**src/rtl/cfg_bus_pkg.sv**
```systemverilog
package cfg_bus_pkg;

    localparam int CFG_ADDR_W  = 32;
    localparam int CFG_DATA_W  = 32;
    localparam int CFG_ID_W    = 3;
    localparam int CFG_ID_LSB  = 29;    // Slave ID sits in addr[31:29]
    localparam int CFG_OFS_W   = 8;
    localparam int CFG_OFS_LSB = 2;     // Word offset, byte bits dropped

    typedef logic [CFG_ADDR_W-1:0] cfg_addr_t;
    typedef logic [CFG_DATA_W-1:0] cfg_data_t;
    typedef logic [CFG_ID_W-1:0]   cfg_slv_id_t;
    typedef logic [CFG_OFS_W-1:0]  cfg_ofs_t;

    // AXI response encoding
    typedef enum logic [1:0] {
        CFG_RESP_OKAY   = 2'b00,
        CFG_RESP_DECERR = 2'b11
    } cfg_resp_e;

    // Request from the master port
    typedef struct packed {
        logic      write;
        cfg_addr_t addr;
        cfg_data_t wdata;
    } cfg_req_t;

    // Request broadcast to the banks
    typedef struct packed {
        logic      write;
        cfg_ofs_t  ofs;
        cfg_data_t wdata;
    } cfg_slv_req_t;

    typedef struct packed {
        cfg_resp_e resp;
        cfg_data_t rdata;
    } cfg_rsp_t;

endpackage

```
**src/rtl/cfg_addr_decoder.sv**
```systemverilog
module cfg_addr_decoder
    import cfg_bus_pkg::*;
#(
    parameter int SLV_AMT = 5
) (
    input  logic                sys_clk,
    input  logic                rst_n_i,
    input  logic                req_valid_i,
    input  cfg_req_t            req_i,
    output logic [SLV_AMT-1:0]  bank_sel_o,
    output cfg_slv_req_t        slv_req_o,
    output logic                ctx_valid_o,
    output cfg_slv_id_t         ctx_id_o,
    output logic                ctx_decerr_o
);

    cfg_slv_id_t        req_id;
    cfg_ofs_t           req_ofs;
    logic               id_hit;
    logic [SLV_AMT-1:0] sel_d;

    assign req_id  = req_i.addr[CFG_ID_LSB +: CFG_ID_W];
    assign req_ofs = req_i.addr[CFG_OFS_LSB +: CFG_OFS_W];   // Other address bits ignored

    // One-hot select, nothing set for an unmapped ID
    always_comb begin
        sel_d  = '0;
        id_hit = 1'b0;
        for (int i = 0; i < SLV_AMT; i++) begin
            if (req_id == cfg_slv_id_t'(i)) begin
                sel_d[i] = req_valid_i;
                id_hit   = 1'b1;
            end
        end
    end

    always_ff @(posedge sys_clk) begin
        if (!rst_n_i) begin
            bank_sel_o   <= '0;
            ctx_valid_o  <= 1'b0;
            ctx_decerr_o <= 1'b0;
        end else begin
            bank_sel_o   <= sel_d;
            ctx_valid_o  <= req_valid_i;
            ctx_decerr_o <= req_valid_i && !id_hit;
        end
    end

    // Payload for banks and response mux
    always_ff @(posedge sys_clk) begin
        if (req_valid_i) begin
            slv_req_o.write <= req_i.write;
            slv_req_o.ofs   <= req_ofs;
            slv_req_o.wdata <= req_i.wdata;
            ctx_id_o        <= req_id;
        end
    end

endmodule

```
**src/rtl/cfg_reg_bank.sv**
```systemverilog
module cfg_reg_bank
    import cfg_bus_pkg::*;
#(
    parameter int REG_AMT = 4
) (
    input  logic         sys_clk,
    input  logic         rst_n_i,
    input  logic         sel_i,
    input  cfg_slv_req_t slv_req_i,
    output cfg_data_t    rdata_o
);

    localparam int IDX_W = (REG_AMT > 1) ? $clog2(REG_AMT) : 1;

    cfg_data_t        regs [REG_AMT];
    logic [IDX_W-1:0] idx;
    cfg_data_t        rd_word;

    // Upper offset bits fall outside this bank
    assign idx = slv_req_i.ofs[IDX_W-1:0];

    always_comb begin
        rd_word = '0;
        for (int i = 0; i < REG_AMT; i++) begin
            if (idx == IDX_W'(i)) begin
                rd_word = regs[i];
            end
        end
    end

    always_ff @(posedge sys_clk) begin
        if (!rst_n_i) begin
            for (int i = 0; i < REG_AMT; i++) begin
                regs[i] <= '0;
            end
            rdata_o <= '0;
        end else if (sel_i) begin
            if (slv_req_i.write) begin
                for (int i = 0; i < REG_AMT; i++) begin
                    if (idx == IDX_W'(i)) begin
                        regs[i] <= slv_req_i.wdata;
                    end
                end
                rdata_o <= '0;          // Write response carries no data
            end else begin
                rdata_o <= rd_word;
            end
        end
    end

endmodule

```
**src/rtl/cfg_rsp_mux.sv**
```systemverilog
module cfg_rsp_mux
    import cfg_bus_pkg::*;
#(
    parameter int SLV_AMT = 5
) (
    input  logic                      sys_clk,
    input  logic                      rst_n_i,
    input  logic                      ctx_valid_i,
    input  cfg_slv_id_t               ctx_id_i,
    input  logic                      ctx_decerr_i,
    input  cfg_data_t [SLV_AMT-1:0]   bank_rdata_i,
    output logic                      rsp_valid_o,
    output cfg_rsp_t                  rsp_o
);

    logic        ctx_valid_q;
    logic        ctx_decerr_q;
    cfg_slv_id_t ctx_id_q;
    cfg_data_t   sel_rdata;

    // Context delayed to meet the bank read data
    always_ff @(posedge sys_clk) begin
        if (!rst_n_i) begin
            ctx_valid_q  <= 1'b0;
            ctx_decerr_q <= 1'b0;
        end else begin
            ctx_valid_q  <= ctx_valid_i;
            ctx_decerr_q <= ctx_decerr_i;
        end
    end

    always_ff @(posedge sys_clk) begin
        if (ctx_valid_i) begin
            ctx_id_q <= ctx_id_i;
        end
    end

    always_comb begin
        sel_rdata = '0;
        for (int i = 0; i < SLV_AMT; i++) begin
            if (ctx_id_q == cfg_slv_id_t'(i)) begin
                sel_rdata = bank_rdata_i[i];
            end
        end
    end

    always_ff @(posedge sys_clk) begin
        if (!rst_n_i) begin
            rsp_valid_o <= 1'b0;
        end else begin
            rsp_valid_o <= ctx_valid_q;
        end
    end

    always_ff @(posedge sys_clk) begin
        if (ctx_valid_q) begin
            if (ctx_decerr_q) begin
                rsp_o.resp  <= CFG_RESP_DECERR;
                rsp_o.rdata <= '0;
            end else begin
                rsp_o.resp  <= CFG_RESP_OKAY;
                rsp_o.rdata <= sel_rdata;
            end
        end
    end

endmodule

```
**src/rtl/cfg_bus_top.sv**
```systemverilog
module cfg_bus_top
    import cfg_bus_pkg::*;
#(
    parameter int SLV_AMT = 5,
    parameter int REG_AMT = 4
) (
    input  logic     sys_clk,
    input  logic     rst_n_i,
    input  logic     req_valid_i,
    input  cfg_req_t req_i,
    output logic     rsp_valid_o,
    output cfg_rsp_t rsp_o
);

    // Decoder outputs
    logic [SLV_AMT-1:0]      bank_sel;
    cfg_slv_req_t            slv_req;
    logic                    ctx_valid;
    cfg_slv_id_t             ctx_id;
    logic                    ctx_decerr;

    cfg_data_t [SLV_AMT-1:0] bank_rdata;

    cfg_addr_decoder #(
        .SLV_AMT      (SLV_AMT)
    ) u_dec (
        .sys_clk      (sys_clk),
        .rst_n_i      (rst_n_i),
        .req_valid_i  (req_valid_i),
        .req_i        (req_i),
        .bank_sel_o   (bank_sel),
        .slv_req_o    (slv_req),
        .ctx_valid_o  (ctx_valid),
        .ctx_id_o     (ctx_id),
        .ctx_decerr_o (ctx_decerr)
    );

    // One bank per mapped slave ID
    for (genvar g = 0; g < SLV_AMT; g++) begin : g_bank
        cfg_reg_bank #(
            .REG_AMT   (REG_AMT)
        ) u_bank (
            .sys_clk   (sys_clk),
            .rst_n_i   (rst_n_i),
            .sel_i     (bank_sel[g]),
            .slv_req_i (slv_req),
            .rdata_o   (bank_rdata[g])
        );
    end

    cfg_rsp_mux #(
        .SLV_AMT      (SLV_AMT)
    ) u_mux (
        .sys_clk      (sys_clk),
        .rst_n_i      (rst_n_i),
        .ctx_valid_i  (ctx_valid),
        .ctx_id_i     (ctx_id),
        .ctx_decerr_i (ctx_decerr),
        .bank_rdata_i (bank_rdata),
        .rsp_valid_o  (rsp_valid_o),
        .rsp_o        (rsp_o)
    );

endmodule

```
**config.mk**
```make
export PLATFORM = sky130hd
export DESIGN_NAME = cfg_bus_top
export DESIGN_NICKNAME = d
export VERILOG_FILES = /design/src/rtl/cfg_bus_pkg.sv /design/src/rtl/cfg_addr_decoder.sv /design/src/rtl/cfg_reg_bank.sv /design/src/rtl/cfg_rsp_mux.sv /design/src/rtl/cfg_bus_top.sv
export SDC_FILE = /design/constraint.sdc
export NUM_CORES = 1
export LEC_CHECK = 0
export BUFFER_PORTS_ARGS = -buffer_cell sky130_fd_sc_hd__buf_2
export CORE_UTILIZATION = 65
export CTS_CLUSTER_SIZE = 12
export DETAILED_ROUTE_END_ITERATION = 8
export GPL_TIMING_DRIVEN = 0
export PLACE_DENSITY = 0.83
export SLEW_MARGIN = 20
export SYNTH_ARGS = -nofsm -noshare
export SYNTH_HDL_FRONTEND = slang
export SYNTH_HIERARCHICAL = 1
export SYNTH_SLANG_ARGS = --single-unit
```
**constraint.sdc**
```tcl
create_clock -name sys_clk -period 7.1 [get_ports sys_clk]
set_input_delay 1.065 -clock sys_clk [delete_from_list [all_inputs] [get_ports sys_clk]]
set_output_delay 1.065 -clock sys_clk [all_outputs]
set_load 0.02 [all_outputs]
```
==> qor.tcl <==
set qor(run_status) {finished, final reports clean}
set qor(area_growth_syn_to_layout_pct) 12.8
set qor(placement.cell_area_um2) 39200
set qor(timing.final.crit_share_pct) 37.0
set qor(critical_path_required_ns) 7.60
set qor(num_antenna_cells) 0
set qor(report.final.slew_viol_count) 0
set qor(hold-path-cell-count) 0
set qor(finalClockSkew_ns) 0.0218
set qor(fin_setup_tns_ns) 0
set qor(number_of_drc_violations_after_detailed_routing_iteration_0) 2040
set qor(p_leak_nw) 17.2
set qor(synth_nets) 2701
set qor(hold_path_class) {register to register}
set qor(synth_warnings) 6
set qor(fmaxAchievable_ghz) 0.380
set qor(rows) 87
set qor(post-route-cell-area_um2) 41900
set qor(drtAntennaViolNets) 0
set qor(net-switching-power_mw) 2.37
set qor(timing.final.setup_violations) 0
set qor(post_synth_instance_area_um2) 37100
set qor(ctsResizeCount) 0
set qor(highest-signal-layer) {met4}
set qor(drt-wirelength-per-cell_um) 23.5
set qor(worstHoldEndpoint) {u_mux/ctx_id_q[1]$_DFFE_PP_}
set qor(cts-buffers-inserted) 87
set qor(grt_pass1_vias) 22800
set qor(dpl_worst_slack_ns) 3.99
set qor(timing.final.ws_setup_ns) 4.47
set qor(cts.repair_timing.setup_buffer_count) 0
set qor(cts_buffer_depth) 3
set qor(power_frac_comb_pct) 5.5
set qor(path_class) {register to register}
set qor(sum_of_met2_wire_segment_lengths_after_detailed_routing_mm) 41.6
set qor(power.density_nw_per_um2) 260
set qor(cts_tree) {built}
set qor(postCtsHoldBufs) 0
set qor(switching_share_pct) 21.8
set qor(design.final.nets) 2886
set qor(cap_violations) 0
set qor(critical_path.startpoint_type) {register}
set qor(met1_length_mm) 34.2
set qor(dp_hpwl_mm) 59.5
set qor(die_outline_area_um2) 58100
set qor(totalWireLength_mm) 85.8
set qor(critical_path_arrival_ns) 3.13
set qor(fill_cells) 3441
set qor(clock_tree.root_cell) {clkbuf_16}
set qor(buffer_ports.inserted) 75
set qor(seq_power_share_pct) 55.0
set qor(grt_max_degree) 51
set qor(dieHeight_um) 241
set qor(r2r_cells) 4
set qor(number_of_clock_sinks_seen_by_cts) 884
set qor(route.detailed.vias_per_inst) 6.15
set qor(detailroute.via_count) 22400
set qor(worstMarginPinSlew_ns) 1.08
set qor(met3WireLength_mm) 6.60
set qor(final_hold_viol_count) 0
set qor(syn_inst) 2633
set qor(worstHoldStart) {u_dec/ctx_id_o[1]$_DFFE_PP_}
set qor(layout.area.seq_um2) 24800
set qor(grtUsageTotal_pct) 30.1
set qor(floorplan.initialDensity_pct) 65.8
set qor(coreArea_um2) 56400
set qor(grt.overflow.total) 0
set qor(routabilityCongestion) 0.863
set qor(clk_latency_ns) 0.64
set qor(number_of_antenna_violations_at_the_first_check_in_global_routing) 0
set qor(ioPinCount) 103
set qor(die_width_um) 241
set qor(worst_setup_path_end_kind) {register}
set qor(detail_route.first_pass.iterations) 5
set qor(peakVddDrop_v) 0.000190
set qor(final_period_minus_worst_setup_slack_ns) 2.63
set qor(internal_power_mw) 8.51
set qor(timing.rr.end) {g_bank[4].u_bank/regs[2][22]$_SDFFCE_PN0P_}
set qor(path_clk_slew_ns) 0.06
set qor(clock_power_share_pct) 39.5
set qor(post_synth.cell_area_avg_um2) 14.1
set qor(slew_headroom_pct) 27.9
set qor(r2r_start) {u_dec/slv_req_o[33]$_DFFE_PP_}
set qor(setup_repair_after_global_routing_missed_its_margin) {false}
set qor(drive_above_1_share_pct) 14.8
set qor(remaining_drc_errors) 0
set qor(area_of_the_multi_input_gates_um2) 11400
set qor(grt_pass1_wl_mm) 129
set qor(critical_path.max_fanout) 20
set qor(worst_hold_slack_ns) 0.421
set qor(r2r_setup_slack_ns) 4.47
set qor(cts_htree_levels) 3
==> area by class of cell <==
class | count | share of cell area (%)
flip-flops and latches | 884 | 59.3
multi-input cells | 1563 | 27.3
clock buffers | 157 | 6.19
plain buffers | 180 | 2.49
repair buffers | 96 | 2.26
well taps | 756 | 2.26
clock inverters | 6 | 0.111
inverters | 6 | 0.0538
==> metal layers <==
| layer | vias to the layer above | GRT usage, % |
|---|---|---|
| met5 | - | 0 |
| met1 | 11300 | 39.5 |
| met3 | 206 | 5.48 |
| met2 | 953 | 49.6 |
| met4 | 0 | 12.4 |
| li1 | 10000 | - |
==> state kept, by name, indices dropped and copies added, names as in the netlist <==
| register | flops |
|---|---|
| u_dec/bank_sel_o | 5 |
| u_dec/slv_req_o | 35 |
| g_bank.u_bank/regs | 640 |
| u_mux/ctx_decerr_q | 1 |
| u_dec/ctx_id_o | 3 |
| u_mux/rsp_valid_o | 1 |
| g_bank.u_bank/rdata_o | 160 |
| u_mux/ctx_valid_q | 1 |
| u_mux/ctx_id_q | 3 |
| u_dec/ctx_decerr_o | 1 |
| u_mux/rsp_o | 33 |
| u_dec/ctx_valid_o | 1 |
==> worst max-delay path, cell delays in order (launching register included) <==
cell	delay, ns
edfxtp_1	0.97
nand3_1	0.42
nor2_1	0.58
clkbuf_2	0.34
and2_1	0.17
==> power groups by stage <==
stage	Combinational [mW]	Clock [mW]	Sequential, mW
global placement	0.514	0	6.09
CTS	0.597	4.33	5.98
floorplan	0.373	0	6.03
global route	0.635	4.52	6.00
finish	0.602	4.30	5.98
detailed placement	0.591	0	6.09
==> worst max path at each step <==
stage | to | start | slack [ns]
6_report | g_bank[4].u_bank/regs[2][22]$_SDFFCE_PN0P_ | u_dec/slv_req_o[33]$_DFFE_PP_ | 4.47
5_1_grt | g_bank[4].u_bank/regs[2][9]$_SDFFCE_PN0P_ | u_dec/slv_req_o[40]$_DFFE_PP_ | 4.45
4_1_cts | g_bank[4].u_bank/regs[3][8]$_SDFFCE_PN0P_ | u_dec/slv_req_o[32]$_DFFE_PP_ | 4.58
3_5_place_dp | g_bank[4].u_bank/rdata_o[17]$_SDFFE_PN0P_ | rst_n_i | 3.99
3_3_place_gp | g_bank[4].u_bank/regs[3][6]$_SDFFCE_PN0P_ | u_dec/slv_req_o[32]$_DFFE_PP_ | 1.52
2_1_floorplan | g_bank[0].u_bank/regs[1][0]$_SDFFCE_PN0P_ | u_dec/slv_req_o[32]$_DFFE_PP_ | 3.46
==> metrics by stage <==
| stage | util (%) | std cells | total power [mW] |
|---|---|---|---|
| 3_3_place_gp | 68.2 | 3464 | 6.61 |
| 5_1_grt | 74.3 | 3648 | 11.2 |
| 2_1_floorplan | - | 2633 | 6.40 |
| 6_report | 74.3 | 3648 | 10.9 |
| 4_1_cts | 74.3 | 3648 | 10.9 |
| 3_5_place_dp | 69.6 | 3485 | 6.68 |
==> cells in the final DEF (no fill, tap or decap), types with 20 or more instances in the layout <==
master,n
buf_2,134
nand2_1,69
buf_16,20
dfxtp_1,169
a311oi_1,32
clkbuf_2,60
mux2i_1,320
clkbuf_1,87
a21o_1,160
buf_6,23
edfxtp_1,714
and2_1,643
o21ai_0,32
nor2_1,32
mux2_2,32
o22ai_1,160
clkbuf_16,90
o21ai_4,20
No activity file was read; power rests on OpenSTA's default activity.
